$ cat src/tanh_pkg.sv
// Q4.12 types, tanh segment constants, controller state enum, scalar command struct
package tanh_pkg;

  //////////////////////////////////////////////////
  // Fixed-point format
  //////////////////////////////////////////////////

  // Signed Q4.12 sample, 1.0 is 0x1000
  typedef logic signed [15:0] fix_t;
  // Unsigned magnitude of a sample
  typedef logic [15:0] mag_t;
  // Shift-add step index
  typedef logic [4:0] step_t;

  localparam mag_t FIX_ONE = 16'h1000;

  //////////////////////////////////////////////////
  // Piecewise-linear segments
  //////////////////////////////////////////////////

  // Segment boundaries on |x|
  localparam mag_t HALF_THRESH  = 16'h0800;
  localparam mag_t ONE_THRESH   = 16'h1000;
  localparam mag_t THREE_THRESH = 16'h3000;

  // Slopes 7/8, 5/8, 1/8
  localparam mag_t SLOPE_LOW  = 16'h0E00;
  localparam mag_t SLOPE_MID  = 16'h0A00;
  localparam mag_t SLOPE_HIGH = 16'h0200;

  // Offsets 0.125 and 0.625, lowest segment has none
  localparam mag_t OFFSET_MID  = 16'h0200;
  localparam mag_t OFFSET_HIGH = 16'h0A00;

  // One step per multiplier bit
  localparam step_t MUL_STEPS = 5'd16;

  //////////////////////////////////////////////////
  // Control
  //////////////////////////////////////////////////

  typedef enum logic [1:0] {
    idle_st,
    input_st,
    wait_st
  } ctrl_state_e;

  // Launch for the scalar unit
  typedef struct packed {
    logic start;
    fix_t operand;
  } scalar_cmd_t;

endpackage

$ cat src/tanh_element_counter.sv
// Element index counter with last-element and empty-vector flags
`timescale 1ns/10ps

module tanh_element_counter #(
  parameter int COUNT_W = 8
) (
  input  logic               CLK,
  input  logic               RST,
  input  logic               cnt_clear,
  input  logic               cnt_incr,
  input  logic [COUNT_W-1:0] size_in,
  output logic               is_last,
  output logic               is_empty
);

  //////////////////////////////////////////////////
  // Index and job length
  //////////////////////////////////////////////////

  // Position of the element in flight
  logic [COUNT_W-1:0] index;
  // Length captured at job start
  logic [COUNT_W-1:0] size_q;

  always_ff @(posedge CLK or posedge RST) begin
    if (RST) begin
      index  <= '0;
      size_q <= '0;
    end else if (cnt_clear) begin
      // New job, length frozen from here on
      index  <= '0;
      size_q <= size_in;
    end else if (cnt_incr) begin
      index <= index + 1'b1;
    end
  end

  //////////////////////////////////////////////////
  // Flags
  //////////////////////////////////////////////////

  // Last element of the frozen length
  assign is_last = (index == (size_q - 1'b1));

  // Decided at start time, so taken from the live length
  assign is_empty = (size_in == '0);

  //////////////////////////////////////////////////
  // Assertions
  //////////////////////////////////////////////////

  // Index stays within the job after any increment
  a_index_bound: assert property (@(posedge CLK) disable iff (RST)
    cnt_incr |=> (index <= (size_q - 1'b1)));

endmodule

$ cat src/tanh_scalar_unit.sv
// Scalar tanh: segment select, serial shift-add multiply, offset, clamp, sign restore
`timescale 1ns/10ps

module tanh_scalar_unit
  import tanh_pkg::*;
(
  input  logic        CLK,
  input  logic        RST,
  input  scalar_cmd_t cmd,
  output logic        done,
  output fix_t        result
);

  //////////////////////////////////////////////////
  // Signals
  //////////////////////////////////////////////////

  typedef enum logic [1:0] {
    sc_idle,
    sc_select,
    sc_mult,
    sc_finish
  } scalar_phase_e;

  scalar_phase_e phase;
  step_t         step_cnt;

  // Operand magnitude and sign
  mag_t abs_in;
  mag_t mag_q;
  logic neg_q;

  // Segment parameters
  mag_t slope_sel;
  mag_t offset_sel;
  mag_t offset_q;

  // Shift-add datapath
  logic [31:0] acc;
  logic [31:0] mcand;
  mag_t        mult;

  // Output stage
  mag_t        prod_q412;
  logic [16:0] sum;
  mag_t        clamped;

  //////////////////////////////////////////////////
  // Magnitude and segment
  //////////////////////////////////////////////////

  // Most negative value has no positive twin
  always_comb begin
    if (!cmd.operand[15]) begin
      abs_in = mag_t'(cmd.operand);
    end else if (cmd.operand == {1'b1, 15'd0}) begin
      abs_in = 16'h7FFF;
    end else begin
      abs_in = mag_t'(-cmd.operand);
    end
  end

  always_comb begin
    if (mag_q < HALF_THRESH) begin
      slope_sel  = SLOPE_LOW;
      offset_sel = '0;
    end else if (mag_q < ONE_THRESH) begin
      slope_sel  = SLOPE_MID;
      offset_sel = OFFSET_MID;
    end else if (mag_q < THREE_THRESH) begin
      slope_sel  = SLOPE_HIGH;
      offset_sel = OFFSET_HIGH;
    end else begin
      // Flat at 1.0, product drops out
      slope_sel  = '0;
      offset_sel = FIX_ONE;
    end
  end

  //////////////////////////////////////////////////
  // Sequencer
  //////////////////////////////////////////////////

  // 1 select + 16 steps + 1 finish after the start edge
  always_ff @(posedge CLK or posedge RST) begin
    if (RST) begin
      phase    <= sc_idle;
      step_cnt <= '0;
      done     <= 1'b0;
    end else begin
      done <= 1'b0;
      case (phase)
        sc_idle: begin
          if (cmd.start) begin
            phase <= sc_select;
          end
        end
        sc_select: begin
          step_cnt <= '0;
          phase    <= sc_mult;
        end
        sc_mult: begin
          step_cnt <= step_cnt + 1'b1;
          if (step_cnt == (MUL_STEPS - 1'b1)) begin
            phase <= sc_finish;
          end
        end
        sc_finish: begin
          done  <= 1'b1;
          phase <= sc_idle;
        end
        default: begin
          phase <= sc_idle;
        end
      endcase
    end
  end

  //////////////////////////////////////////////////
  // Datapath
  //////////////////////////////////////////////////

  // Back to Q4.12 by truncation, then offset
  assign prod_q412 = mag_t'(acc >> 12);
  assign sum       = {1'b0, prod_q412} + {1'b0, offset_q};
  assign clamped   = (sum > {1'b0, FIX_ONE}) ? FIX_ONE : sum[15:0];

  always_ff @(posedge CLK) begin
    case (phase)
      sc_idle: begin
        if (cmd.start) begin
          mag_q <= abs_in;
          neg_q <= cmd.operand[15];
        end
      end
      sc_select: begin
        acc      <= '0;
        mcand    <= {16'd0, mag_q};
        mult     <= slope_sel;
        offset_q <= offset_sel;
      end
      sc_mult: begin
        // LSB first, multiplicand walks left
        if (mult[0]) begin
          acc <= acc + mcand;
        end
        mcand <= mcand << 1;
        mult  <= mult >> 1;
      end
      sc_finish: begin
        result <= neg_q ? -fix_t'(clamped) : fix_t'(clamped);
      end
      default: begin
      end
    endcase
  end

  //////////////////////////////////////////////////
  // Assertions
  //////////////////////////////////////////////////

  // No new launch while an element is in flight
  a_no_start_busy: assert property (@(posedge CLK) disable iff (RST)
    cmd.start |-> (phase == sc_idle));

  // Full step count, done seen 19 sampling edges after start
  a_done_timing: assert property (@(posedge CLK) disable iff (RST)
    $rose(done) |-> (step_cnt == MUL_STEPS) && $past(cmd.start, 19));

endmodule

$ cat src/tanh_vector_ctrl.sv
// Vector job FSM: element intake, scalar launch, output strobes and ready pulse
`timescale 1ns/10ps

module tanh_vector_ctrl
  import tanh_pkg::*;
(
  input  logic        CLK,
  input  logic        RST,
  // Job control
  input  logic        start,
  input  logic        data_in_enable,
  input  fix_t        data_in,
  // From element counter
  input  logic        is_last,
  input  logic        is_empty,
  // From scalar unit
  input  logic        done,
  input  fix_t        result,
  // To element counter
  output logic        cnt_clear,
  output logic        cnt_incr,
  // To scalar unit
  output scalar_cmd_t cmd,
  // Result side
  output logic        data_out_enable,
  output logic        ready,
  output fix_t        data_out
);

  //////////////////////////////////////////////////
  // Signals
  //////////////////////////////////////////////////

  ctrl_state_e state;

  // Launch pulse, one cycle after the element strobe
  logic cmd_start;
  // Element held for the scalar unit
  fix_t operand;

  //////////////////////////////////////////////////
  // Counter control
  //////////////////////////////////////////////////

  // Clear and latch length on any accepted start
  assign cnt_clear = (state == idle_st) && start;

  // Advance on every finished element but the last
  assign cnt_incr = (state == wait_st) && done && !is_last;

  assign cmd = '{start: cmd_start, operand: operand};

  //////////////////////////////////////////////////
  // State machine
  //////////////////////////////////////////////////

  always_ff @(posedge CLK or posedge RST) begin
    if (RST) begin
      state           <= idle_st;
      cmd_start       <= 1'b0;
      data_out_enable <= 1'b0;
      ready           <= 1'b0;
      data_out        <= '0;
    end else begin
      // Single-cycle pulses
      cmd_start       <= 1'b0;
      data_out_enable <= 1'b0;
      ready           <= 1'b0;

      case (state)
        idle_st: begin
          if (start) begin
            // Zero length finishes at once
            if (is_empty) begin
              ready <= 1'b1;
            end else begin
              state <= input_st;
            end
          end
        end
        input_st: begin
          // One element in flight at a time
          if (data_in_enable) begin
            cmd_start <= 1'b1;
            state     <= wait_st;
          end
        end
        wait_st: begin
          if (done) begin
            data_out        <= result;
            data_out_enable <= 1'b1;
            if (is_last) begin
              // Ready shares the cycle of the last strobe
              ready <= 1'b1;
              state <= idle_st;
            end else begin
              state <= input_st;
            end
          end
        end
        default: begin
          state <= idle_st;
        end
      endcase
    end
  end

  // Operand register
  always_ff @(posedge CLK) begin
    if ((state == input_st) && data_in_enable) begin
      operand <= data_in;
    end
  end

  //////////////////////////////////////////////////
  // Assertions
  //////////////////////////////////////////////////

  // Launch only follows an element accepted in input_st
  a_start_from_input: assert property (@(posedge CLK) disable iff (RST)
    cmd.start |-> ($past(state) == input_st) && (state == wait_st));

  // Ready comes with the last strobe or right after an empty start
  a_ready_source: assert property (@(posedge CLK) disable iff (RST)
    ready |-> data_out_enable || $past((state == idle_st) && start && is_empty));

endmodule

$ cat src/tanh_vector_top.sv
// Vector tanh engine top: controller, element counter and scalar unit
`timescale 1ns/10ps

module tanh_vector_top
  import tanh_pkg::*;
#(
  parameter int COUNT_W = 8
) (
  input  logic               CLK,
  input  logic               RST,
  // Job control
  input  logic               start,
  input  logic [COUNT_W-1:0] size_in,
  // Element input
  input  logic               data_in_enable,
  input  fix_t               data_in,
  // Element output
  output logic               data_out_enable,
  output fix_t               data_out,
  output logic               ready
);

  //////////////////////////////////////////////////
  // Internal wiring
  //////////////////////////////////////////////////

  // Controller to counter
  logic cnt_clear;
  logic cnt_incr;
  logic is_last;
  logic is_empty;

  // Controller to scalar unit
  scalar_cmd_t cmd;
  logic        done;
  fix_t        result;

  //////////////////////////////////////////////////
  // Instances
  //////////////////////////////////////////////////

  tanh_vector_ctrl u_ctrl (
    .CLK             (CLK),
    .RST             (RST),
    .start           (start),
    .data_in_enable  (data_in_enable),
    .data_in         (data_in),
    .is_last         (is_last),
    .is_empty        (is_empty),
    .done            (done),
    .result          (result),
    .cnt_clear       (cnt_clear),
    .cnt_incr        (cnt_incr),
    .cmd             (cmd),
    .data_out_enable (data_out_enable),
    .ready           (ready),
    .data_out        (data_out)
  );

  // Length goes straight to the counter
  tanh_element_counter #(
    .COUNT_W (COUNT_W)
  ) u_counter (
    .CLK       (CLK),
    .RST       (RST),
    .cnt_clear (cnt_clear),
    .cnt_incr  (cnt_incr),
    .size_in   (size_in),
    .is_last   (is_last),
    .is_empty  (is_empty)
  );

  tanh_scalar_unit u_scalar (
    .CLK    (CLK),
    .RST    (RST),
    .cmd    (cmd),
    .done   (done),
    .result (result)
  );

endmodule

$ cat config.mk
export PLATFORM = sky130hd
export DESIGN_NAME = tanh_vector_top
export DESIGN_NICKNAME = d
export VERILOG_FILES = /design/src/tanh_pkg.sv /design/src/tanh_element_counter.sv /design/src/tanh_scalar_unit.sv /design/src/tanh_vector_ctrl.sv /design/src/tanh_vector_top.sv
export SDC_FILE = /design/constraint.sdc
export NUM_CORES = 1
export LEC_CHECK = 0
export BUFFER_PORTS_ARGS = -buffer_cell sky130_fd_sc_hd__clkbuf_2
export CORE_UTILIZATION = 40
export DETAILED_ROUTE_END_ITERATION = 10
export PLACE_DENSITY_LB_ADDON = 0.05
export SLEW_MARGIN = 25
export SYNTH_ARGS = -nofsm -noshare
export SYNTH_HDL_FRONTEND = slang
export SYNTH_SLANG_ARGS = --single-unit
$ cat constraint.sdc
create_clock -name CLK -period 5.4 [get_ports CLK]
set_input_delay 0.54 -clock CLK [delete_from_list [all_inputs] [get_ports CLK]]
set_output_delay 0.54 -clock CLK [all_outputs]
set_load 0.02 [all_outputs]
==> reports/qor.txt <==
Hold Slack = 0.207 ns
Met3 Usage GRT = 2.97%
Commonest non-fill, non-tap cell in the layout = nand2_1
Ant. Diodes = 0
Global routing's busiest layer = met2
Actual slew at the worst max-slew pin = 0.933 ns
Status = completed
Seq pwr share = 36.7%
Max frequency = 298 MHz
Average vias per placed instance = 5.33
Clock power frac = 18.8%
Most frequent cells in the layout = nand2_1 (142), edfxtp_1 (120), nor2_1 (58)
Clk_skew = 0.0114 ns
Antenna violations before repair = 0
Sequential share of the synthesized area = 54.6%
Initial Utilization = 41.0%
Syn avg cell area = 10.8 um^2
CTS tree = yes
Resize count post-CTS = 0
Critical Path Fanout Max = 12
Peak supply drop = 299 uV
First-pass GRT wire length = 28,800 um
CORE AREA = 0.0212 mm^2
Period minus WS final = 3.35 ns
Synth Warn # = 0
Combinational fraction of design power = 44.5%
Die area = 0.0223 mm^2
Max-cap violations = 0
Worst slack at placement = 2.07 ns
GR Util met2 = 28.4%
Core Util, Final = 46.2%
Final Hold Vio Count = 0
Clk sinks = 165
Ys flop type = edfxtp_1
Layout fillers = 1,977
Placed Instances = 1,105
Cell Area, Synth = 0.00866 mm^2
Hold buffer count at cts = 0
Nets = 920
1st-iter DRT viols = 268
Setup-failing EPs final = 0
Syn-to-layout area delta = 12.8%
Io pins = 46
Leakage = 3.93 nW
Switching share of total power = 41.0%
Seq cells post-synth = 165
Die Height = 149 um
Vias post-DR = 6,060
Number of flops mapped to enable cells by yosys = 120
Pwr dens = 663 mW/mm^2
RSZ-0062 raised after global routing = no
Share of cells above drive strength 1 = 12.2%
Clk Latency, worst-skew pair = 0.43 ns
Int Pwr = 3.82 mW
CP Launch Type = register
GRT Overall Usage = 16.5%
Crit. End Element = register
Worst-path clk slew = 0.07 ns
Max-slew violations = 0
Synth Net Count = 876
Rel. slew slack = 37.7%
Post-CTS Setup Inserts = 0
HP Class = in -> async
Drc violations = 0
Final ANT Viol Nets = 0
Ys async rst share = 27.3%
Num CTS Buffers = 17
Average wire per standard cell = 15.2 um
Vias in the first global route = 5,954
Root Buffer Master = clkbuf_16
Row count = 53
Synth cell types = 66
Post-Layout Inst Area = 0.00977 mm^2
Total wire length = 17,300 um
Detail Placement HPWL = 12,500 um
Placer congestion estimate = 0.796
Setup slack after layout = 2.05 ns
CP Class = reg -> reg
CTS max path bufs = 2
CP arrival = 3.53 ns
Sum of negative setup slack = 0 ns
Htree depth = 4
GR Overflow Total = 0
Non-filler cells, final = 1,137
Largest net degree at the start of global routing = 65
Period utilization = 62.0%
I/O Buffers = 45
Net Switching = 2.65 mW
Area after DPL = 0.00917 mm^2
GR Util met1 = 20.5%
Syn Inst Count = 805
WP data required = 5.58 ns
Die width = 149 um
Power, Total = 6.47 mW
Pre-antenna DRT Iters = 4
==> metal layers <==
metal | vias to the layer above | wire length (um)
met4 | 0 | 272
met3 | 21 | 549
li1 | 2990 | -
met2 | 103 | 8490
met1 | 2946 | 8020
met5 | - | 0
==> logic make-up after synthesis <==
kind of cell / count (synthesis) / synth area share, %
and+or+nand+nor: 330 / 17.9
DFF: 165 / 54.6
AOI/OAI and AO/OA: 141 / 10.5
xor gates and xnor gates: 53 / 5.36
buffers and inverters: 47 / 2.05
adders and majority gates: 43 / 6.30
muxes: 26 / 3.25
==> flip-flops by register name, summed over array words and instances (netlist names) <==
register                flops
u_counter.size_q            8
u_scalar.offset_q           3
u_scalar.step_cnt           5
u_ctrl.ready                1
u_scalar.neg_q              1
u_scalar.mcand             28
u_counter.index             8
u_ctrl.state                2
u_scalar.done               1
u_ctrl.operand             16
u_ctrl.cmd_start            1
u_ctrl.data_out            16
u_scalar.result            16
u_ctrl.data_out_enable      1
u_scalar.mag_q             16
u_scalar.acc               28
u_scalar.phase              2
u_scalar.mult              12
==> layout make-up <==
class	instances	area (um^2)	area share, %
Sequential cell	165	4730	48.4
Multi-Input combinational cell	593	3770	38.6
Clock buffer	17	425	4.35
Tap cell	275	344	3.52
Timing Repair Buffer	48	248	2.54
Clock inverter	15	160	1.64
Inverter	24	91.3	0.935
==> path summary, 6_finish.rpt <==
kind | start | to | slack [ns] | depth (start not counted)
min in group CLK | data_in[6] | u_ctrl.operand[6]$_DFFE_PP_ | 0.28 | 1
max in group asynchronous | RST | u_counter.index[4]$_DFFE_PP0P_ | 4.74 | 2
min | RST | u_ctrl.ready$_DFF_PP0_ | 0.21 | 2
max | u_scalar.acc[14]$_SDFFCE_PN0P_ | u_scalar.result[6]$_DFFE_PP_ | 2.05 | 11
max reg2reg | u_scalar.acc[14]$_SDFFCE_PN0P_ | u_scalar.result[6]$_DFFE_PP_ | 2.05 | 11
min reg2reg | u_scalar.result[10]$_DFFE_PP_ | u_ctrl.data_out[10]$_DFFE_PP0P_ | 0.44 | 2
==> synth_stat cells, drive strengths merged, types with 6 or more instances <==
| library cell | instances | share of area, % |
|---|---|---|
| nand2 | 142 | 6.2 |
| edfxtp | 120 | 42 |
| nor2 | 58 | 2.5 |
| dfrtp | 45 | 13 |
| ha | 42 | 6.1 |
| o21ai | 39 | 2.3 |
| a21oi | 34 | 2.0 |
| xor2 | 32 | 3.2 |
| and2 | 29 | 2.1 |
| inv | 23 | 1.0 |
| nand3 | 23 | 1.3 |
| clkbuf | 22 | 0.95 |
| xnor2 | 21 | 2.1 |
| mux2 | 17 | 2.2 |
| nor2b | 14 | 1.0 |
| nand2b | 11 | 0.79 |
| nor3 | 11 | 0.64 |
| nand4 | 10 | 0.79 |
| mux2i | 9 | 1.0 |
| and3 | 8 | 0.58 |
| a31oi | 7 | 0.58 |
| nor4 | 7 | 0.51 |
| o211ai | 7 | 0.61 |
| a21o | 6 | 0.52 |
| o22ai | 6 | 0.43 |
| o31ai | 6 | 0.52 |
==> critical path, cell delays in order (launching register included) <==
cell      delay (ns)
edfxtp_1        0.47
nor4_1          0.80
nand3_1         0.24
o22ai_1         0.24
nor2b_1         0.15
buf_4           0.18
nand2_1         0.10
ha_1            0.31
nand2_1         0.11
nand2_1         0.05
and3_1          0.20
a221o_1         0.25
==> power by group through the flow <==
stage / clock network, mW / logic [mW] / registers, mW
2_1_floorplan: 0 / 2.21 / 2.35
3_3_place_gp: 0 / 2.83 / 2.40
3_5_place_dp: 0 / 2.88 / 2.41
4_1_cts: 1.25 / 2.90 / 2.39
5_1_grt: 1.30 / 3.25 / 2.44
6_report: 1.22 / 2.88 / 2.38
No activity file was read; power rests on OpenSTA's default activity.
